==> src/verilog/otp_pkg.sv <==
////////////////////
// OTP macro emulation shared definitions
// Widths, command and error codes, SECDED (22,16) code
////////////////////
package otp_pkg;

  localparam int OtpWidth     = 16;
  localparam int OtpEccWidth  = 6;
  localparam int OtpCwWidth   = OtpWidth + OtpEccWidth;
  localparam int OtpDepth     = 256;
  localparam int OtpAddrWidth = 8;
  localparam int OtpSizeWidth = 2;
  localparam int OtpMaxWords  = 4;
  localparam int OtpIfWidth   = OtpMaxWords * OtpWidth;

  typedef logic [OtpWidth-1:0]     otp_word_t;
  // Data in 15..0, check bits in 21..16
  typedef logic [OtpCwWidth-1:0]   otp_cw_t;
  typedef logic [OtpAddrWidth-1:0] otp_addr_t;
  typedef logic [OtpSizeWidth-1:0] otp_size_t;
  typedef logic [OtpIfWidth-1:0]   otp_data_t;

  // Native macro command set, codes 6 and 7 are illegal
  typedef enum logic [2:0] {
    Read     = 3'b000,
    Write    = 3'b001,
    ReadRaw  = 3'b010,
    WriteRaw = 3'b011,
    Init     = 3'b100,
    Zeroize  = 3'b101
  } otp_cmd_e;

  typedef enum logic [1:0] {
    NoError              = 2'd0,
    MacroEccCorrError    = 2'd1,
    MacroEccUncorrError  = 2'd2,
    MacroWriteBlankError = 2'd3
  } otp_err_e;

  // Decoded operation, raw or ECC mode travels separately
  typedef enum logic [1:0] {
    OpInit,
    OpRead,
    OpWrite,
    OpZeroize
  } otp_op_e;

  // Every data column has weight 3 and all columns differ
  localparam logic [OtpEccWidth-1:0][OtpWidth-1:0] SecdedMasks = {
    16'hFC00, 16'h03F0, 16'hE38E, 16'h9A6D, 16'h555B, 16'h2CB7
  };

  function automatic otp_cw_t secded_encode(otp_word_t data);
    otp_cw_t cw;
    cw[OtpWidth-1:0] = data;
    for (int j = 0; j < OtpEccWidth; j++) begin
      cw[OtpWidth+j] = ^(data & SecdedMasks[j]);
    end
    return cw;
  endfunction

  // Recomputed parity against the stored check bits
  function automatic logic [OtpEccWidth-1:0] secded_syndrome(otp_cw_t cw);
    logic [OtpEccWidth-1:0] syn;
    for (int j = 0; j < OtpEccWidth; j++) begin
      syn[j] = ^(cw[OtpWidth-1:0] & SecdedMasks[j]) ^ cw[OtpWidth+j];
    end
    return syn;
  endfunction

endpackage

==> src/verilog/otp_macro_if.sv <==
////////////////////
// Request and read-return bus of the storage array
////////////////////
interface otp_macro_if;
  import otp_pkg::*;

  logic      req;
  logic      write;
  otp_addr_t addr;
  otp_cw_t   wdata;
  // Read return, two cycles after the request
  otp_cw_t   rdata;
  logic      rvalid;

  modport seq_mp (output req, write, addr, wdata, input rvalid);
  modport array_mp (input req, write, addr, wdata, output rdata, rvalid);
  modport mon_mp (input rdata, rvalid);

endinterface

==> src/verilog/otp_resp_if.sv <==
////////////////////
// Word slot, ECC mode and decode status between sequencer and collector
////////////////////
interface otp_resp_if;
  import otp_pkg::*;

  // Slot of the word in flight
  otp_size_t idx;
  logic      ecc_on;
  // Raw codeword held in slot idx
  otp_cw_t   stored_cw;
  logic      corr_err;
  logic      uncorr_err;

  modport seq_mp (output idx, ecc_on, input stored_cw, corr_err, uncorr_err);
  modport coll_mp (input idx, ecc_on, output stored_cw, corr_err, uncorr_err);

endinterface

==> src/verilog/otp_resp_collect.sv <==
////////////////////
// Response collector
// SECDED decode of returned words and read data slots
////////////////////
module otp_resp_collect (
  input  logic               clk_i,
  input  logic               rst_ni,
  otp_macro_if.mon_mp        mac,
  otp_resp_if.coll_mp        rsp,
  output otp_pkg::otp_data_t rdata_o
);
  import otp_pkg::*;

  otp_cw_t                slot_q [OtpMaxWords];
  logic [OtpEccWidth-1:0] syn;
  logic                   syn_odd;
  otp_word_t              corr_word;

  ////////////////////
  // Decode
  ////////////////////
  always_comb begin : p_decode
    logic [OtpEccWidth-1:0] col;
    syn       = secded_syndrome(mac.rdata);
    syn_odd   = ^syn;
    corr_word = mac.rdata[OtpWidth-1:0];
    // Flip the data bit whose column matches the syndrome
    for (int i = 0; i < OtpWidth; i++) begin
      for (int j = 0; j < OtpEccWidth; j++) begin
        col[j] = SecdedMasks[j][i];
      end
      if (syn == col) corr_word[i] = ~corr_word[i];
    end
  end

  // Odd weight is a single error, nonzero even weight a double
  assign rsp.corr_err   = mac.rvalid && rsp.ecc_on && syn_odd;
  assign rsp.uncorr_err = mac.rvalid && rsp.ecc_on && (syn != '0) && !syn_odd;

  // Slots past the command size keep old contents
  always_ff @(posedge clk_i or negedge rst_ni) begin
    if (!rst_ni) begin
      for (int k = 0; k < OtpMaxWords; k++) begin
        slot_q[k] <= '0;
      end
    end else if (mac.rvalid) begin
      slot_q[rsp.idx] <= rsp.ecc_on ? {{OtpEccWidth{1'b0}}, corr_word} : mac.rdata;
    end
  end

  // Raw codeword for the read-modify-write
  assign rsp.stored_cw = slot_q[rsp.idx];

  always_comb begin
    for (int k = 0; k < OtpMaxWords; k++) begin
      rdata_o[k*OtpWidth +: OtpWidth] = slot_q[k][OtpWidth-1:0];
    end
  end

endmodule

==> src/flat_wrapper.sv <==
// flat-port wrapper written by rule: the top's interface ports become plain ports
module otp_resp_collect_flat import otp_pkg::*;
  (clk_i, rst_ni, rdata_o, mac_rdata, mac_rvalid, rsp_idx, rsp_ecc_on, rsp_stored_cw, rsp_corr_err, rsp_uncorr_err);
  otp_macro_if mac_i ();
  otp_resp_if rsp_i ();
  input  logic clk_i;
  input  logic rst_ni;
  output otp_pkg::otp_data_t rdata_o;
  input wire logic [$bits(mac_i.rdata)-1:0] mac_rdata;
  input wire logic [$bits(mac_i.rvalid)-1:0] mac_rvalid;
  input wire logic [$bits(rsp_i.idx)-1:0] rsp_idx;
  input wire logic [$bits(rsp_i.ecc_on)-1:0] rsp_ecc_on;
  output wire logic [$bits(rsp_i.stored_cw)-1:0] rsp_stored_cw;
  output wire logic [$bits(rsp_i.corr_err)-1:0] rsp_corr_err;
  output wire logic [$bits(rsp_i.uncorr_err)-1:0] rsp_uncorr_err;
  assign mac_i.rdata = mac_rdata;
  assign mac_i.rvalid = mac_rvalid;
  assign rsp_i.idx = rsp_idx;
  assign rsp_i.ecc_on = rsp_ecc_on;
  assign rsp_stored_cw = rsp_i.stored_cw;
  assign rsp_corr_err = rsp_i.corr_err;
  assign rsp_uncorr_err = rsp_i.uncorr_err;
  otp_resp_collect u_core (.clk_i(clk_i), .rst_ni(rst_ni), .mac(mac_i), .rsp(rsp_i), .rdata_o(rdata_o));
endmodule
==> config.mk <==
export PLATFORM = sky130hd
export DESIGN_NAME = otp_resp_collect_flat
export DESIGN_NICKNAME = d
export VERILOG_FILES = /design/src/verilog/otp_pkg.sv /design/src/verilog/otp_macro_if.sv /design/src/verilog/otp_resp_if.sv /design/src/verilog/otp_resp_collect.sv /design/src/flat_wrapper.sv
export SDC_FILE = /design/constraint.sdc
export NUM_CORES = 1
export LEC_CHECK = 0
export BUFFER_PORTS_ARGS = -buffer_cell sky130_fd_sc_hd__buf_2
export CAP_MARGIN = 10
export CORE_MARGIN = 1.5
export CORE_UTILIZATION = 49
export DETAILED_ROUTE_END_ITERATION = 8
export PLACE_DENSITY = 0.7
export SLEW_MARGIN = 0
export SYNTH_ARGS = -nofsm -noshare
export SYNTH_HDL_FRONTEND = slang
export SYNTH_SLANG_ARGS = --single-unit
==> constraint.sdc <==
create_clock -name clk_i -period 3.4 [get_ports clk_i]
set_input_delay 0.17 -clock clk_i [delete_from_list [all_inputs] [get_ports clk_i]]
set_output_delay 0.17 -clock clk_i [all_outputs]
set_load 0.03 [all_outputs]
==> results.cfg <==
[worst_setup_path]
worst_setup_path_start_kind = primary input
worstPathRequired_ns = 3.23
end_kind = output pin
arrival_ns = 2.32
r2r-start = u_core.rdata_o[44]$_DFFE_PN0P_
startpoint = mac_rdata[0]
worst-setup-path-type = in -> out
critical_path.max_fanout = 3

[global_route]
antenna_found_initial = 0
first_global_vias = 3416
grt_overflow = 0
grt_max_degree = 62
grt_pass1_wl_um = 18400
track_usage = 0.2199

[clock_tree]
htreeDepth = 3
cts_sinks = 88
cts_tree = done
cts_buffer_depth = 2
path_clk_slew_ns = 0.09
clk_latency_ns = 0.35
numCtsBuffers = 9
cts_resized = 0
cts_root_buf = clkbuf_8

[pwr]
peakVddDrop_uv = 398.5
leakagePower_nw = 2.554
powerDensity_nw_per_um2 = 635.0

[logic_synthesis]
yosysWarnings = 0
post_synth.cell_area_avg_um2 = 10.45
syn_area_um2 = 4975
ys_async_sr_fraction = 1.000
syn_nets = 515
ys_seq_area_frac = 0.4427
yosys_most_used_dff = dfrtp_1
synth_edf_count = 0
synthCells = 476
ys_seq_elements = 88
synth_cell_type_count = 22

[flow_run]
maxCapViolCount = 0

[timing]
drv_slew = 0
relSlewSlack = 0.4904
fin_setup_tns_ns = 0
finalSetupViolCount = 0
worstMarginPinSlew_ns = 0.7644
max_freq_ghz = 0.4013
skew_ns = 0
post-route-period-util = 0.7330
post-route-min-period_ns = 2.492
grt_setup_unrepaired = false
final-hold-violation-count = 0

[drt]
wirelength_um = 11360
drt_iter0_markers = 218
viasPerCell = 5.247
drt-wirelength-per-cell_um = 17.24
ant_nets = 0
first_pass_iters = 5
via_count = 3458
drc = 0

[die]
die_w_um = 103.8
core-area_um2 = 9819
design.die.area_um2 = 10770
start_util = 0.5066
boundaryPins = 116
die_height_um = 103.8
rows = 36

[placement]
place_congestion = 0.9534
io_buffers = 115
placedInstanceArea_um2 = 5185
placed_cells = 642
dp_hpwl_um = 8482

[min_path]
worstHoldPathType = in -> reg
holdCritStartpoint = mac_rdata[18]

[layout]
antenna_cells = 0
fin_cells = 659
nFillCells = 915
nNetsFinal = 560
design_area_um2 = 5376
drive_gt1_frac = 0.3061
syn2layout_area_growth_pct = 8.074

[run_status]
status = complete, no violations
[cells by family after synthesis]
| family | synth area share |
|---|---|
| DFF | 0.4427 |
| and+or+nand+nor | 0.1026 |
| buffers and inverters | 0.1205 |
| AOI/OAI and AO/OA | 0.08979 |
| adders and majority gates | 0.02767 |
| xor gates and xnor gates | 0.1172 |
| muxes | 0.09960 |
[routing by layer]
layer  GRT usage  routed length (µm)  vias up
li1            -                   -     1642
met1      0.3098                5104     1683
met2      0.3533                5491      122
met3     0.03965                 616       11
met4     0.05853                 149        0
met5           0                   0        -
[through the flow]
step	worst slack, ns	util	total power [mW]	hold WS [ns]
floorplan	1.196	-	2.549	-0.1256
global placement	0.8721	0.5280	2.737	0.2730
detailed placement	0.8381	0.5280	2.770	0.2881
CTS	0.9220	0.5475	3.433	0.1690
global route	0.7724	0.5475	3.602	0.1702
finish	0.9078	0.5475	3.414	0.1810
[final cells by class]
type | count | area, µm² | area share
clock buffers | 10 | 137.6 | 0.02560
multi-input cells | 299 | 2173 | 0.4042
flip-flops and latches | 88 | 2202 | 0.4096
repair buffers | 123 | 653.1 | 0.1215
well taps | 133 | 166.4 | 0.03095
clock inverters | 6 | 43.79 | 0.008145
[what timing repair did]
action                    in CTS  in global routing
hold endpoints to repair      60                  0
setup buffers                  0                  0
hold buffers                   1                  0
[report_power, final]
part           switching [mW]  leakage (nW)  internal [mW]
registers               0.123          1.11           1.22
logic                   0.921          1.36          0.484
clock network           0.381        0.0809          0.286
[sequential cells by signal, summed over array words and instances (netlist names)]
register	cells
u_core.slot_q	24
u_core.rdata_o	64
[final timing paths]
| path | to | slack (ns) | depth (start not counted) |
|---|---|---|---|
| setup reg to reg | u_core.rdata_o[44]$_DFFE_PN0P_ | 2.68 | 2 |
| hold reg to reg | u_core.slot_q[19]$_DFFE_PN0P_ | 0.49 | 2 |
| min in group asynchronous | u_core.slot_q[17]$_DFFE_PN0P_ | 0.40 | 2 |
| setup / recovery | rsp_uncorr_err | 0.91 | 9 |
| hold / removal | u_core.slot_q[18]$_DFFE_PN0P_ | 0.18 | 3 |
| max in group asynchronous | u_core.rdata_o[59]$_DFFE_PN0P_ | 2.11 | 3 |
[cells in the mapped netlist, types with 2 or more instances]
| cell type | instances | area share |
|---|---|---|
| buf_2 | 8 | 0.0080 |
| buf_4 | 64 | 0.097 |
| buf_6 | 2 | 0.0045 |
| clkbuf_1 | 15 | 0.011 |
| dfrtp_1 | 88 | 0.44 |
| ha_1 | 11 | 0.028 |
| mux4_2 | 22 | 0.10 |
| nand2_1 | 89 | 0.067 |
| nand2b_1 | 6 | 0.0075 |
| nand3b_1 | 2 | 0.0030 |
| nand4_1 | 16 | 0.020 |
| o21ai_0 | 88 | 0.089 |
| xnor2_1 | 29 | 0.051 |
| xnor3_1 | 2 | 0.0091 |
| xor2_1 | 27 | 0.048 |
[cell usage in the layout (no fill, tap or decap), types with 10 or more instances in the layout]
master    instances
mux4_2           22
ha_1             11
nand2_1          89
dfrtp_1          88
clkbuf_8         10
nand4_1          16
buf_2           114
o21ai_0          88
xnor2_1          29
xor2_1           27
[critical path: stages]
cell and delay, ns:
buf_2 0.14, xnor2_1 0.28, xor3_1 0.52, xnor2_1 0.24, ha_1 0.29, xnor2_1 0.20
xnor2_1 0.15, and2_1 0.15, buf_2 0.19
Note: power is estimated with default switching activity, not from simulation.
