## config.mk

```make
export PLATFORM = sky130hd
export DESIGN_NAME = otp_sequencer_flat
export DESIGN_NICKNAME = d
export VERILOG_FILES = /design/src/verilog/otp_pkg.sv /design/src/verilog/otp_cmd_if.sv /design/src/verilog/otp_macro_if.sv /design/src/verilog/otp_resp_if.sv /design/src/verilog/otp_sequencer.sv /design/src/flat_wrapper.sv
export SDC_FILE = /design/constraint.sdc
export NUM_CORES = 1
export LEC_CHECK = 0
export BUFFER_PORTS_ARGS = -buffer_cell sky130_fd_sc_hd__buf_2
export CORE_ASPECT_RATIO = 0.7
export CORE_MARGIN = 5
export CORE_UTILIZATION = 35
export CTS_BUF_LIST = sky130_fd_sc_hd__clkbuf_8
export DETAILED_ROUTE_END_ITERATION = 7
export GPL_ROUTABILITY_DRIVEN = 0
export PLACE_DENSITY = 0.67
export SYNTH_ARGS = -nofsm -noshare
export SYNTH_HDL_FRONTEND = slang
export SYNTH_SLANG_ARGS = --single-unit
```

## constraint.sdc

```tcl
create_clock -name clk_i -period 5.7 [get_ports clk_i]
set_clock_uncertainty 0.05 [all_clocks]
set_input_delay 0.285 -clock clk_i [delete_from_list [all_inputs] [get_ports clk_i]]
set_output_delay 0.285 -clock clk_i [all_outputs]
set_load 0.02 [all_outputs]
```

## src/verilog/otp_pkg.sv

```systemverilog
////////////////////
// OTP macro emulation shared definitions
// Widths, command and error codes, SECDED (22,16) code
////////////////////
package otp_pkg;

  localparam int OtpWidth     = 16;
  localparam int OtpEccWidth  = 6;
  localparam int OtpCwWidth   = OtpWidth + OtpEccWidth;
  localparam int OtpDepth     = 256;
  localparam int OtpAddrWidth = 8;
  localparam int OtpSizeWidth = 2;
  localparam int OtpMaxWords  = 4;
  localparam int OtpIfWidth   = OtpMaxWords * OtpWidth;

  typedef logic [OtpWidth-1:0]     otp_word_t;
  // Data in 15..0, check bits in 21..16
  typedef logic [OtpCwWidth-1:0]   otp_cw_t;
  typedef logic [OtpAddrWidth-1:0] otp_addr_t;
  typedef logic [OtpSizeWidth-1:0] otp_size_t;
  typedef logic [OtpIfWidth-1:0]   otp_data_t;

  // Native macro command set, codes 6 and 7 are illegal
  typedef enum logic [2:0] {
    Read     = 3'b000,
    Write    = 3'b001,
    ReadRaw  = 3'b010,
    WriteRaw = 3'b011,
    Init     = 3'b100,
    Zeroize  = 3'b101
  } otp_cmd_e;

  typedef enum logic [1:0] {
    NoError              = 2'd0,
    MacroEccCorrError    = 2'd1,
    MacroEccUncorrError  = 2'd2,
    MacroWriteBlankError = 2'd3
  } otp_err_e;

  // Decoded operation, raw or ECC mode travels separately
  typedef enum logic [1:0] {
    OpInit,
    OpRead,
    OpWrite,
    OpZeroize
  } otp_op_e;

  // Every data column has weight 3 and all columns differ
  localparam logic [OtpEccWidth-1:0][OtpWidth-1:0] SecdedMasks = {
    16'hFC00, 16'h03F0, 16'hE38E, 16'h9A6D, 16'h555B, 16'h2CB7
  };

  function automatic otp_cw_t secded_encode(otp_word_t data);
    otp_cw_t cw;
    cw[OtpWidth-1:0] = data;
    for (int j = 0; j < OtpEccWidth; j++) begin
      cw[OtpWidth+j] = ^(data & SecdedMasks[j]);
    end
    return cw;
  endfunction

  // Recomputed parity against the stored check bits
  function automatic logic [OtpEccWidth-1:0] secded_syndrome(otp_cw_t cw);
    logic [OtpEccWidth-1:0] syn;
    for (int j = 0; j < OtpEccWidth; j++) begin
      syn[j] = ^(cw[OtpWidth-1:0] & SecdedMasks[j]) ^ cw[OtpWidth+j];
    end
    return syn;
  endfunction

endpackage

```

## src/verilog/otp_cmd_if.sv

```systemverilog
////////////////////
// Captured command from intake to sequencer
////////////////////
interface otp_cmd_if;
  import otp_pkg::*;

  // One-cycle launch strobe, fields hold until next capture
  logic      start;
  otp_op_e   op;
  logic      integrity_en;
  otp_addr_t addr;
  otp_size_t size;
  otp_data_t wdata;
  // Sequencer can take a new command
  logic      idle;

  modport intake_mp (output start, op, integrity_en, addr, size, wdata, input idle);
  modport seq_mp (input start, op, integrity_en, addr, size, wdata, output idle);

endinterface

```

## src/verilog/otp_macro_if.sv

```systemverilog
////////////////////
// Request and read-return bus of the storage array
////////////////////
interface otp_macro_if;
  import otp_pkg::*;

  logic      req;
  logic      write;
  otp_addr_t addr;
  otp_cw_t   wdata;
  // Read return, two cycles after the request
  otp_cw_t   rdata;
  logic      rvalid;

  modport seq_mp (output req, write, addr, wdata, input rvalid);
  modport array_mp (input req, write, addr, wdata, output rdata, rvalid);
  modport mon_mp (input rdata, rvalid);

endinterface

```

## src/verilog/otp_resp_if.sv

```systemverilog
////////////////////
// Word slot, ECC mode and decode status between sequencer and collector
////////////////////
interface otp_resp_if;
  import otp_pkg::*;

  // Slot of the word in flight
  otp_size_t idx;
  logic      ecc_on;
  // Raw codeword held in slot idx
  otp_cw_t   stored_cw;
  logic      corr_err;
  logic      uncorr_err;

  modport seq_mp (output idx, ecc_on, input stored_cw, corr_err, uncorr_err);
  modport coll_mp (input idx, ecc_on, output stored_cw, corr_err, uncorr_err);

endinterface

```

## src/verilog/otp_sequencer.sv

```systemverilog
////////////////////
// Command sequencer
// Word loop, read-modify-write, blank check and error status
////////////////////
module otp_sequencer (
  input  logic              clk_i,
  input  logic              rst_ni,
  otp_cmd_if.seq_mp         cmd,
  otp_macro_if.seq_mp       mac,
  otp_resp_if.seq_mp        rsp,
  output logic              valid_o,
  output otp_pkg::otp_err_e err_o,
  output logic              fatal_alert_o
);
  import otp_pkg::*;

  typedef enum logic [3:0] {
    ResetSt, InitSt, IdleSt, ReadSt, ReadWaitSt, WriteCheckSt,
    WriteWaitSt, WriteSt, ZerWriteSt, ZerReadSt, ZerReadWaitSt, ErrorSt
  } state_e;

  state_e    state_d, state_q;
  otp_err_e  err_d, err_q;
  logic      valid_d, valid_q;
  otp_size_t cnt_d, cnt_q;
  logic      last, zer_en, blank_err;
  otp_word_t new_word;
  otp_cw_t   new_cw;

  assign last     = (cnt_q == cmd.size);
  assign cmd.idle = (state_q == ResetSt) || (state_q == IdleSt);
  assign rsp.idx  = cnt_q;
  assign mac.addr = cmd.addr + otp_addr_t'(cnt_q);
  assign valid_o  = valid_q;
  assign err_o    = err_q;

  ////////////////////
  // Read-modify-write
  ////////////////////
  assign new_word = cmd.wdata[OtpWidth*int'(cnt_q) +: OtpWidth];
  assign new_cw   = cmd.integrity_en ? secded_encode(new_word)
                                     : {{OtpEccWidth{1'b0}}, new_word};
  // Programming only sets bits, zeroize sets all of them
  assign mac.wdata = zer_en ? '1 : (rsp.stored_cw | new_cw);
  // A stored one that the new codeword would clear
  assign blank_err = (rsp.stored_cw & new_cw) != rsp.stored_cw;

  always_comb begin
    state_d = state_q;
    err_d = err_q;
    valid_d = 1'b0;
    cnt_d = cnt_q;
    mac.req = 1'b0;
    mac.write = 1'b0;
    rsp.ecc_on = 1'b0;
    zer_en = 1'b0;
    fatal_alert_o = 1'b0;
    unique case (state_q)
      // Only Init leaves reset, others are dropped
      ResetSt: if (cmd.start && cmd.op == OpInit) begin
        state_d = InitSt;
        valid_d = 1'b1;
      end
      InitSt: state_d = IdleSt;
      IdleSt: if (cmd.start) begin
        cnt_d = '0;
        err_d = NoError;
        case (cmd.op)
          OpRead:    state_d = ReadSt;
          OpWrite:   state_d = WriteCheckSt;
          OpZeroize: state_d = ZerWriteSt;
          default:   state_d = IdleSt;
        endcase
      end
      ReadSt: begin
        mac.req = 1'b1;
        rsp.ecc_on = cmd.integrity_en;
        state_d = ReadWaitSt;
      end
      ReadWaitSt: begin
        rsp.ecc_on = cmd.integrity_en;
        if (mac.rvalid) begin
          // Bail out on uncorrectable data
          if (rsp.uncorr_err) begin
            err_d = MacroEccUncorrError;
            valid_d = 1'b1;
            state_d = IdleSt;
          end else begin
            if (rsp.corr_err) err_d = MacroEccCorrError;
            if (last) begin
              valid_d = 1'b1;
              state_d = IdleSt;
            end else begin
              cnt_d = cnt_q + 1'b1;
              state_d = ReadSt;
            end
          end
        end
      end
      // Raw read-back of all words before programming
      WriteCheckSt: begin
        mac.req = 1'b1;
        state_d = WriteWaitSt;
      end
      WriteWaitSt: if (mac.rvalid) begin
        cnt_d = last ? '0 : cnt_q + 1'b1;
        state_d = last ? WriteSt : WriteCheckSt;
      end
      WriteSt: begin
        mac.req = 1'b1;
        mac.write = 1'b1;
        if (blank_err) err_d = MacroWriteBlankError;
        cnt_d = cnt_q + 1'b1;
        if (last) begin
          valid_d = 1'b1;
          state_d = IdleSt;
        end
      end
      ZerWriteSt: begin
        mac.req = 1'b1;
        mac.write = 1'b1;
        zer_en = 1'b1;
        cnt_d = last ? '0 : cnt_q + 1'b1;
        if (last) state_d = ZerReadSt;
      end
      ZerReadSt: begin
        mac.req = 1'b1;
        state_d = ZerReadWaitSt;
      end
      ZerReadWaitSt: if (mac.rvalid) begin
        cnt_d = cnt_q + 1'b1;
        valid_d = last;
        state_d = last ? IdleSt : ZerReadSt;
      end
      ErrorSt: fatal_alert_o = 1'b1;
      // Glitched state register
      default: begin
        state_d = ErrorSt;
        fatal_alert_o = 1'b1;
      end
    endcase
  end

  always_ff @(posedge clk_i or negedge rst_ni) begin
    if (!rst_ni) begin
      state_q <= ResetSt;
      err_q   <= NoError;
      valid_q <= 1'b0;
      cnt_q   <= '0;
    end else begin
      state_q <= state_d;
      err_q   <= err_d;
      valid_q <= valid_d;
      cnt_q   <= cnt_d;
    end
  end

  no_wrap_a: assert property (@(posedge clk_i) disable iff (!rst_ni)
    mac.req |-> mac.addr >= cmd.addr);
  // Read data only comes back while a wait state expects it
  rvalid_in_wait_a: assert property (@(posedge clk_i) disable iff (!rst_ni)
    mac.rvalid |-> state_q inside {ReadWaitSt, WriteWaitSt, ZerReadWaitSt});

endmodule

```

## src/flat_wrapper.sv

```systemverilog
// flat-port wrapper written by rule: the top's interface ports become plain ports
module otp_sequencer_flat import otp_pkg::*;
  (clk_i, rst_ni, valid_o, err_o, fatal_alert_o, cmd_start, cmd_op, cmd_integrity_en, cmd_addr, cmd_size, cmd_wdata, cmd_idle, mac_req, mac_write, mac_addr, mac_wdata, mac_rvalid, rsp_idx, rsp_ecc_on, rsp_stored_cw, rsp_corr_err, rsp_uncorr_err);
  otp_cmd_if cmd_i ();
  otp_macro_if mac_i ();
  otp_resp_if rsp_i ();
  input  logic clk_i;
  input  logic rst_ni;
  output logic valid_o;
  output otp_pkg::otp_err_e err_o;
  output logic fatal_alert_o;
  input wire logic [$bits(cmd_i.start)-1:0] cmd_start;
  input wire logic [$bits(cmd_i.op)-1:0] cmd_op;
  input wire logic [$bits(cmd_i.integrity_en)-1:0] cmd_integrity_en;
  input wire logic [$bits(cmd_i.addr)-1:0] cmd_addr;
  input wire logic [$bits(cmd_i.size)-1:0] cmd_size;
  input wire logic [$bits(cmd_i.wdata)-1:0] cmd_wdata;
  output wire logic [$bits(cmd_i.idle)-1:0] cmd_idle;
  output wire logic [$bits(mac_i.req)-1:0] mac_req;
  output wire logic [$bits(mac_i.write)-1:0] mac_write;
  output wire logic [$bits(mac_i.addr)-1:0] mac_addr;
  output wire logic [$bits(mac_i.wdata)-1:0] mac_wdata;
  input wire logic [$bits(mac_i.rvalid)-1:0] mac_rvalid;
  output wire logic [$bits(rsp_i.idx)-1:0] rsp_idx;
  output wire logic [$bits(rsp_i.ecc_on)-1:0] rsp_ecc_on;
  input wire logic [$bits(rsp_i.stored_cw)-1:0] rsp_stored_cw;
  input wire logic [$bits(rsp_i.corr_err)-1:0] rsp_corr_err;
  input wire logic [$bits(rsp_i.uncorr_err)-1:0] rsp_uncorr_err;
  assign cmd_i.start = cmd_start;
  assign cmd_i.op = cmd_op;
  assign cmd_i.integrity_en = cmd_integrity_en;
  assign cmd_i.addr = cmd_addr;
  assign cmd_i.size = cmd_size;
  assign cmd_i.wdata = cmd_wdata;
  assign cmd_idle = cmd_i.idle;
  assign mac_req = mac_i.req;
  assign mac_write = mac_i.write;
  assign mac_addr = mac_i.addr;
  assign mac_wdata = mac_i.wdata;
  assign mac_i.rvalid = mac_rvalid;
  assign rsp_idx = rsp_i.idx;
  assign rsp_ecc_on = rsp_i.ecc_on;
  assign rsp_i.stored_cw = rsp_stored_cw;
  assign rsp_i.corr_err = rsp_corr_err;
  assign rsp_i.uncorr_err = rsp_uncorr_err;
  otp_sequencer u_core (.clk_i(clk_i), .rst_ni(rst_ni), .cmd(cmd_i), .mac(mac_i), .rsp(rsp_i), .valid_o(valid_o), .err_o(err_o), .fatal_alert_o(fatal_alert_o));
endmodule
```

==> impl_metrics.env, run 1 <==
export IMPL_via_count=2422
export IMPL_intPower_w=0.000727
export IMPL_post_route_cells_drive_above_1_share_pct=43.4
export IMPL_min_path_type="in -> async"
export IMPL_grt_use_met2_pct=28.2
export IMPL_max_slew_margin_pct=27.7
export IMPL_cts_buffer_depth=2
export IMPL_grt_max_degree=25
export IMPL_cts_tree="yes"
export IMPL_nets=494
export IMPL_routed_via_density=5.32
export IMPL_p_leak_nw=1.54
export IMPL_syn_inst=245
export IMPL_synth_fp_nets=358
export IMPL_area_growth_pct=37.0
export IMPL_ys_flop_type="dfrtp_1"
export IMPL_post_cts_buffers=0
export IMPL_htree_levels=1
export IMPL_pin_count=145
export IMPL_grt_pass1_wl_mm=11.8
export IMPL_drc=0
export IMPL_clkTransAtPathRegs_ns=0.05
export IMPL_ys_types=53
export IMPL_dp_cells=450
export IMPL_ant_nets=0
export IMPL_dp_hpwl_mm=6.54
export IMPL_critPathArrivalTime_ns=3.29
export IMPL_clock_fmax_mhz=276
export IMPL_use_met3_pct=6.69
export IMPL_critPathSlowestCell="dfrtp_1"
export IMPL_worst_pin_slew_ns=1.08
export IMPL_slew_violations=0
export IMPL_clkPwrFrac_pct=5.0
export IMPL_antenna_cells=0
export IMPL_dr_pass1_iters=4
export IMPL_drt_iter0_drc=203
export IMPL_final_hold_violation_count=0
export IMPL_grt_pass1_vias=2346
export IMPL_rows=23
export IMPL_cp_common_cell="xnor2_1"
export IMPL_start_kind="register"
export IMPL_die_y_um=75.7
export IMPL_ys_seq_area_share_pct=10.4
export IMPL_core_sq_um=5840
export IMPL_synth_seq_cells=9
export IMPL_root_buffer="clkbuf_8"
export IMPL_antenna_found_initial=0
export IMPL_dieArea_sq_um=7860
export IMPL_synth_edff_count=0
export IMPL_syn_cell_area_sq_um=2160
export IMPL_path_delay_family="flip-flops"
export IMPL_grt_overflow=0
export IMPL_gr_max_usage_layer="met2"
export IMPL_ir_drop_v=0.000180
export IMPL_instances_no_fill=455
export IMPL_swShare_pct=51.7
export IMPL_post_drt_wl_per_cell_um=17.0
export IMPL_crit_chain="mux4_1 > xnor3_1 > xnor2_1 > xnor2_1 > a211o_1 > buf_2"
export IMPL_sequentialPowerShare_pct=13.9
export IMPL_syn_area_per_cell_sq_um=8.81
export IMPL_initial_core_util_pct=36.9
export IMPL_fin_crit_sh_pct=63.7
export IMPL_grt_total_usage_pct=18.5
export IMPL_numCtsBuffers=3
export IMPL_setup_violations=0
export IMPL_cp_end_kind="output pin"
export IMPL_critPathMaxFanout=22
export IMPL_io_buffer_count=144
export IMPL_combPwrFrac_pct=81.1
export IMPL_finish_utilization_pct=50.6
export IMPL_critPathKind="reg -> out"
export IMPL_cts_sinks=9
export IMPL_power_density_nw_per_um2=508
export IMPL_cpPeakStageDelay_ns=1.05
export IMPL_grt_setup_unrepaired="false"
export IMPL_yosys_warnings=0
export IMPL_status="finished, final reports clean"
export IMPL_path_buf_inv=1
export IMPL_grt_use_met1_pct=26.5
export IMPL_required_ns=5.37
export IMPL_synthArstFlopShare_pct=100
export IMPL_period_needed_ns=3.63
export IMPL_clock_latency_ns=0.23
export IMPL_wirelength_mm=7.74
export IMPL_tns_ns=0
export IMPL_p_switching_w=0.000777
export IMPL_die_x_um=104
export IMPL_maxCapViolCount=0
flip-flops by register name (all words and copies together), names as in the netlist:
name and count:
u_core.err_o 2, u_core.rsp.idx 2, u_core.state_q 4, u_core.valid_o 1
cells in the final DEF (no fill, tap or decap), types with 3 or more instances in the layout:
cell type	netlist	layout
mux4_1	10	10
buf_2	2	144
nand3_1	5	5
nor3_1	5	4
or3_1	15	15
o21ai_0	9	9
clkbuf_8	0	3
nor2_1	17	17
a211o_1	4	4
mux4_2	6	6
inv_1	28	29
nand2_1	20	20
o2111ai_1	3	3
a21oi_1	12	12
dfrtp_1	9	9
xnor2_1	7	7
xnor3_1	9	9
o22ai_1	11	11
nor2b_1	5	5
xor2_1	10	10
ha_1	7	7
through the flow:
stage	setup slack [ns]	power, W	cell area (sq um)	hold WS [ns]
5_1_grt	1.86	0.00162	2960	0.405
2_1_floorplan	2.85	0.00113	2160	-0.0606
4_1_cts	2.05	0.00151	2960	0.388
3_3_place_gp	2.33	0.00141	2900	0.105
3_5_place_dp	2.23	0.00142	2900	0.114
6_report	2.07	0.00150	2960	0.384
layer usage:
layer / share of wire [%] / up-vias
li1: - / 1190
met4: 0.28 / 0
met2: 44 / 128
met3: 11 / 2
met1: 44 / 1102
met5: 0 / -
cells by family after synthesis:
logic type	after synthesis	synth area share, %
AO/OA/AOI/OAI	61	19.4
XOR/XNOR	29	18.9
adder cells (fa/ha/maj)	8	4.99
buffers and inverters	43	8.70
flip-flops	9	10.4
multiplexers	19	19.9
AND/OR/NAND/NOR	76	17.6
power groups by stage:
| stage | Clock (W) | Sequential, W | Combinational [W] |
|---|---|---|---|
| final | 0.0000749 | 0.000209 | 0.00122 |
| after global routing | 0.0000808 | 0.000223 | 0.00132 |
| after CTS | 0.0000762 | 0.000205 | 0.00122 |
| after detailed placement | 0 | 0.000207 | 0.00122 |
| after global placement | 0 | 0.000204 | 0.00120 |
| after floorplan | 0 | 0.000123 | 0.00101 |
worst paths after layout:
kind | startpoint | to | slack [ns] | cells past startpoint
max | u_core.rsp.idx[0]$_DFFE_PN0P_ | mac_wdata[16] | 2.07 | 6
min | rst_ni | u_core.rsp.idx[1]$_DFFE_PN0P_ | 0.38 | 2
max reg2reg | u_core.rsp.idx[0]$_DFFE_PN0P_ | u_core.err_o[0]$_DFFE_PN0P_ | 2.22 | 7
min reg2reg | u_core.err_o[1]$_DFFE_PN0P_ | u_core.err_o[1]$_DFFE_PN0P_ | 0.52 | 2
max in group asynchronous | rst_ni | u_core.rsp.idx[0]$_DFFE_PN0P_ | 5.02 | 2
min in group clk_i | rsp_uncorr_err | u_core.err_o[1]$_DFFE_PN0P_ | 0.41 | 5
Yosys cell counts, types with 2 or more instances:
master     instances  area share, %
buf_1              2           0.35
o2111ai_1          3            1.2
ha_1               7            4.1
nor2_1            17            3.0
nor2b_1            5            1.4
o21ai_1            2           0.46
buf_2              2           0.46
a32oi_1            2           0.81
mux4_1            10             12
a32o_1             2           0.93
or3_1             15            4.3
xor2_1            10            4.1
clkbuf_1           9            1.6
a41oi_1            2           0.81
and3_1             2           0.58
o31ai_1            2           0.70
inv_1             28            4.9
mux4_2             6            6.3
a21oi_1           12            2.8
mux2_2             2            1.0
nor4_1             2           0.58
dfrtp_1            9             10
nor3_1             5            1.2
o22ai_1           11            3.2
xnor2_1            7            2.8
o21ai_0            9            2.1
xnor2_2            2            1.5
nand3_1            5            1.2
nand2_1           20            3.5
a211o_1            4            1.6
xnor3_1            9            9.4
final cells by class:
class	count	area (sq um)
Tap cell	75	93.8
Clock buffer	3	41.3
Multi-Input combinational cell	193	1750
Fill cell	553	2880
Clock inverter	1	3.75
Sequential cell	9	225
Timing Repair Buffer	146	738
Inverter	28	105
what timing repair did:
action,in CTS,in global routing
gates resized for setup,0,0
endpoints found under the setup margin,0,0
hold endpoints to repair,9,0
hold buffers,1,0
Note: power is estimated with default switching activity, not from simulation.
==> run 2, diff against run 1 <==
ABC_AREA = 1   (was unset)
PLACE_DENSITY = 0.63   (was 0.67)
clock period = 3.4 ns   (was 5.7 ns; I/O delays follow)
==> run 2 against run 1 <==
Against the previous run:
- power increased by 130%
- register-to-register slack got worse by 1.3 ns
- first-iteration DRC count increased by 87%
==> impl_metrics.env, run 2 <==
export IMPL_status="finished, final reports clean"
export IMPL_synthArstFlopShare_pct=100
export IMPL_mostFrequentLayoutCells="244 x nand2_1, 144 x buf_2, 82 x nand3_1"
export IMPL_routed_via_density=5.02
export IMPL_largest_register="u_core.state_q"
export IMPL_ys_types=39
export IMPL_worst_pin_slew_ns=0.490
export IMPL_grt_overflow=0
export IMPL_critPathMaxFanout=33
export IMPL_synth_top_area_cell="nand2_1"
export IMPL_period_needed_ns=2.49
export IMPL_cts_buffer_depth=2
export IMPL_layout_commonest_cell="nand2_1"
export IMPL_post_cts_buffers=0
export IMPL_dieArea_sq_um=9420
export IMPL_tns_ns=0
export IMPL_regArea_sq_um=225
export IMPL_dr_pass1_iters=8
export IMPL_numCtsBuffers=3
export IMPL_wirelength_mm=10.0
export IMPL_via_count=3860
export IMPL_htree_levels=1
export IMPL_largest_register_ffs=4
export IMPL_post_route_cells_drive_above_1_share_pct=26.7
export IMPL_initial_core_util_pct=36.1
export IMPL_synth_area_leaders="nand2_1 35%, nand3_1 16%, dfrtp_1 8.5%"
export IMPL_cts_tree="yes"
export IMPL_cts_sinks=9
export IMPL_nets=785
export IMPL_rr_endpoint="u_core.err_o[0]$_DFFE_PN0P_"
export IMPL_yosys_warnings=0
export IMPL_pin_count=145
export IMPL_cts_hold_buf=1
export IMPL_clkTransAtPathRegs_ns=0.05
export IMPL_reg2regPathDepth=19
export IMPL_ir_drop_v=0.000435
export IMPL_syn_cell_area_sq_um=2640
export IMPL_rows=26
export IMPL_fin_crit_sh_pct=73.3
export IMPL_required_ns=3.52
export IMPL_start_kind="register"
export IMPL_max_slew_margin_pct=67.3
export IMPL_r2r_start="u_core.rsp.idx[0]$_DFFE_PN0P_"
export IMPL_p_leak_nw=2.12
export IMPL_worstSetupStartpoint="u_core.rsp.idx[0]$_DFFE_PN0P_"
export IMPL_drc=0
export IMPL_slew_violations=0
export IMPL_die_y_um=82.7
export IMPL_setup_violations=0
export IMPL_post_drt_wl_per_cell_um=13.0
export IMPL_root_buffer="clkbuf_8"
export IMPL_antenna_cells=0
export IMPL_critPathKind="reg -> reg"
export IMPL_ff2ff_setup_slack_ns=0.91
export IMPL_cp_end_kind="register"
export IMPL_synth_edff_count=0
export IMPL_yosysTopAreaCellShare_pct=34.6
export IMPL_grt_max_degree=40
export IMPL_core_sq_um=7320
export IMPL_critPathArrivalTime_ns=2.61
export IMPL_fillers=824
export IMPL_final_hold_violation_count=0
export IMPL_yosysMostFrequentCell="nand2_1"
export IMPL_syn_area_per_cell_sq_um=4.96
export IMPL_syn_inst=533
export IMPL_ant_nets=0
export IMPL_ys_flop_type="dfrtp_1"
export IMPL_grt_pass1_vias=3585
export IMPL_ys_seq_area_share_pct=8.52
export IMPL_maxCapViolCount=0
export IMPL_synth_fp_nets=646
export IMPL_clock_latency_ns=0.24
export IMPL_area_growth_pct=30.3
export IMPL_worstSetupEndpoint="u_core.err_o[0]$_DFFE_PN0P_"
export IMPL_min_path_type="in -> reg"
export IMPL_power_density_nw_per_um2=1010
export IMPL_ctsResizeCount=0
export IMPL_drt_iter0_drc=379
export IMPL_ys_top_cells_by_count="244 x nand2_1, 82 x nand3_1, 50 x inv_1, 50 x nor2_1, 21 x nand2_2"
export IMPL_die_x_um=114
export IMPL_clock_fmax_mhz=401
export IMPL_antenna_found_initial=0
export IMPL_power_w=0.00348
export IMPL_multi_input_area_sq_um=2090
export IMPL_grt_total_usage_pct=20.8
export IMPL_grt_pass1_wl_mm=16.0
export IMPL_io_buffer_count=144
export IMPL_grt_setup_unrepaired="false"
export IMPL_dp_hpwl_mm=8.54
export IMPL_synth_seq_cells=9
[run 2: cell types whose count changed in the layout (fill, tap and decap cells not counted), moves of 6 or more]
cell     delta
mux4_1     -10
or3_1      -15
xnor3_1     -9
xor2_1      -6
mux4_2      -6
nand2_1   +224
nand3_1    +77
o22ai_1     -8
nor2_1     +33
nand2_2    +21
inv_1      +21
[run 2: power by group]
part / total [W] / switching, W / internal [W]
logic: 0.00315 / 0.00215 / 0.000996
clock network: 0.000128 / 0.0000481 / 0.0000804
registers: 0.000206 / 0.0000475 / 0.000159
total: 0.00348 / 0.00225 / 0.00124
[run 2: layout make-up]
cell class	instances	area share [%]
Clock inverter	1	0.145
Clock buffer	3	1.20
Sequential cell	9	6.54
Multi-Input combinational cell	455	60.6
Tap cell	98	3.56
Inverter	55	6.06
Timing Repair Buffer	148	21.9
[run 2: logic make-up after synthesis]
kind of cell / count (synthesis) / synth area share (%)
compound gates: 31 / 7.10
fa+ha+maj: 8 / 4.07
simple gates: 408 / 64.9
buf+inv: 69 / 12.4
xor+xnor: 8 / 2.93
flops: 9 / 8.52
[run 2: routing by layer]
| metal | routed length, um | global-route usage, % | vias up |
|---|---|---|---|
| met1 | 4390 | 27.1 | 1683 |
| met4 | 151 | 4.39 | 0 |
| met2 | 4260 | 34.7 | 205 |
| met5 | 0 | 0 | - |
| met3 | 1220 | 5.75 | 16 |
| li1 | - | - | 1956 |
[run 2: per-stage QoR]
stage	instances	util, %	worst slack [ns]	hold WS, ns	instance area, sq um
floorplan	533	-	1.22	-0.176	2640
global placement	764	46.3	0.990	0.00166	3390
detailed placement	764	46.3	0.936	-0.00293	3390
CTS	769	47.1	0.905	0.240	3450
global route	769	47.1	0.555	0.278	3450
finish	769	47.1	0.908	0.258	3450
[run 2: worst min path at each step]
stage	to	cells past startpoint	slack (ns)	from
after floorplan	u_core.err_o[0]$_DFFE_PN0P_	0	-0.18	rst_ni
after global placement	u_core.state_q[1]$_DFFE_PN0P_	1	0.002	rst_ni
after detailed placement	u_core.state_q[0]$_DFFE_PN0P_	1	-0.003	rst_ni
after CTS	u_core.err_o[0]$_DFFE_PN0P_	4	0.24	rsp_uncorr_err
after global routing	u_core.err_o[0]$_DFFE_PN0P_	4	0.28	rsp_uncorr_err
final	u_core.err_o[0]$_DFFE_PN0P_	4	0.26	rsp_uncorr_err
[run 2: worst max-delay path: stages, from the launching register on]
cell and delay [ns]:
dfrtp_1 0.38, inv_2 0.37, nand2_1 0.10, nand3_1 0.09
nand2_1 0.15, inv_1 0.16, nand2_1 0.06, nand2_1 0.10
inv_1 0.06, nand2_1 0.05, nand2_1 0.05, nand3_1 0.07
nand3_1 0.12, nand2_1 0.14, nand2_1 0.07, nor2_1 0.09
nand2_1 0.10, nand2_1 0.09, nand2_1 0.05, nand2_1 0.06
==> run 3, diff against run 2 <==
ABC_AREA = 0   (was 1)
PLACE_DENSITY = 0.67   (was 0.63)
clock period = 2.5 ns   (was 3.4 ns; I/O delays follow)
==> run 3 against run 2 <==
Against the previous run:
- the flow now finishes with violations (negative setup slack)
- via count fell by 34%
- sequential cell count unchanged
- core utilization grew 8.7 points
- register-to-register slack worse by 1.2 ns
- global-route usage down 2.2 points
- highest routed layer unchanged
==> impl_metrics.env, run 3 (same netlist as run 1, synthesis figures left out) <==
export IMPL_status="finished, violations left"
export IMPL_violations="negative setup slack"
export IMPL_grt_pass1_wl_mm=12.2
export IMPL_dp_hpwl_mm=6.56
export IMPL_die_y_um=75.7
export IMPL_nets=528
export IMPL_start_kind="register"
export IMPL_rr_endpoint="u_core.err_o[1]$_DFFE_PN0P_"
export IMPL_ant_nets=0
export IMPL_post_drt_wl_per_cell_um=15.7
export IMPL_clock_fmax_mhz=359
export IMPL_dr_pass1_iters=4
export IMPL_critPathMaxFanout=4
export IMPL_numCtsBuffers=3
export IMPL_dieArea_sq_um=7860
export IMPL_r2r_start="u_core.rsp.idx[0]$_DFFE_PN0P_"
export IMPL_cts_buffer_depth=2
export IMPL_worst_pin_slew_ns=0.519
export IMPL_worstSetupEndpoint="mac_wdata[19]"
export IMPL_required_ns=2.33
export IMPL_finalWorstSetupSlack_ns=-0.287
export IMPL_regArea_sq_um=226
export IMPL_wirelength_mm=7.70
export IMPL_max_slew_margin_pct=65.2
export IMPL_largest_register="u_core.state_q"
export IMPL_min_path_type="in -> async"
export IMPL_area_growth_pct=51.0
export IMPL_period_needed_ns=2.79
export IMPL_ff2ff_setup_slack_ns=-0.27
export IMPL_io_buffer_count=144
export IMPL_largest_register_ffs=4
export IMPL_mostFrequentLayoutCells="139 x buf_2, 34 x buf_4, 28 x inv_1"
export IMPL_routed_via_density=5.17
export IMPL_grt_overflow=0
export IMPL_p_leak_nw=1.70
export IMPL_die_x_um=104
export IMPL_antenna_found_initial=0
export IMPL_critPathKind="reg -> out"
export IMPL_finish_utilization_pct=55.8
export IMPL_multi_input_area_sq_um=1740
export IMPL_slew_violations=0
export IMPL_layout_commonest_cell="buf_2"
export IMPL_pre_cts_ws_ns=-0.297
export IMPL_critPathArrivalTime_ns=2.61
export IMPL_via_count=2530
export IMPL_fillers=552
export IMPL_grt_total_usage_pct=18.7
export IMPL_cts_tree="yes"
export IMPL_power_w=0.00400
export IMPL_grt_setup_unrepaired="true"
export IMPL_grt_max_degree=24
export IMPL_setup_violations=8
export IMPL_worstSetupStartpoint="u_core.rsp.idx[0]$_DFFE_PN0P_"
export IMPL_tns_ns=-1.74
export IMPL_ir_drop_v=0.000481
export IMPL_initial_core_util_pct=36.9
export IMPL_clkTransAtPathRegs_ns=0.05
export IMPL_post_route_cells_drive_above_1_share_pct=51.9
export IMPL_drc=0
export IMPL_reg2regPathDepth=8
export IMPL_maxCapViolCount=0
export IMPL_cp_end_kind="output pin"
export IMPL_antenna_cells=0
export IMPL_final_hold_violation_count=0
export IMPL_rows=23
export IMPL_cts_sinks=9
export IMPL_hold_ws_ns=0.231
export IMPL_fin_crit_sh_pct=111
export IMPL_htree_levels=1
export IMPL_drt_iter0_drc=156
export IMPL_core_sq_um=5840
export IMPL_grt_pass1_vias=2550
export IMPL_clock_latency_ns=0.24
export IMPL_pin_count=145
export IMPL_root_buffer="clkbuf_8"
export IMPL_power_density_nw_per_um2=1230
==> run 3: worst min path at each step <==
stage	startpoint	endpoint	slack, ns	cells after the start
after detailed placement	rst_ni	u_core.valid_o$_DFF_PN0_	-0.05	1
after CTS	rst_ni	u_core.valid_o$_DFF_PN0_	0.23	2
after global placement	rst_ni	u_core.valid_o$_DFF_PN0_	-0.05	1
after global routing	rst_ni	u_core.valid_o$_DFF_PN0_	0.26	2
final	rst_ni	u_core.valid_o$_DFF_PN0_	0.23	2
after floorplan	rst_ni	u_core.err_o[0]$_DFFE_PN0P_	-0.22	0
==> run 3: power by group <==
part | total (W) | switching, W | internal, W
logic | 0.00357 | 0.00178 | 0.00180
clock network | 0.000174 | 0.0000647 | 0.000109
registers | 0.000257 | 0.0000473 | 0.000210
==> run 3: metal layers <==
metal	share of wire [%]	vias to the layer above	track usage, %
met4	0.29	0	1.72
met2	45	115	28.9
li1	-	1248	-
met3	9.9	4	6.18
met5	0	-	0
met1	45	1163	26.6
==> run 3: layout make-up <==
cell class              count  area share (%)
clock inverters             1           0.154
multi-input cells         193            53.4
well taps                  75            2.88
flip-flops and latches      9            6.95
clock buffers               3            1.27
repair buffers            180            32.1
inverters                  28            3.22
==> run 3: timing repair <==
item,4_1_cts,5_1_grt
gates resized for setup,11,9
hold endpoints to repair,9,0
setup endpoints to repair,8,9
buffers inserted,3,0
hold buffers,1,0
cloned,0,0
pin swaps,0,5
==> run 3: stage by stage <==
step / instances / area, sq um
after floorplan: 245 / 2150
after global placement: 481 / 3150
after detailed placement: 481 / 3150
after CTS: 489 / 3240
after global routing: 489 / 3260
final: 489 / 3260
==> run 3: worst max-delay path, stage by stage (launching register included) <==
cell and delay, ns:
dfrtp_2 0.41, buf_4 0.13, mux4_2 0.55, xnor3_1 0.47, xnor3_1 0.40, nand2_1 0.11, buf_4 0.11, nand2_1 0.04
buf_4 0.15
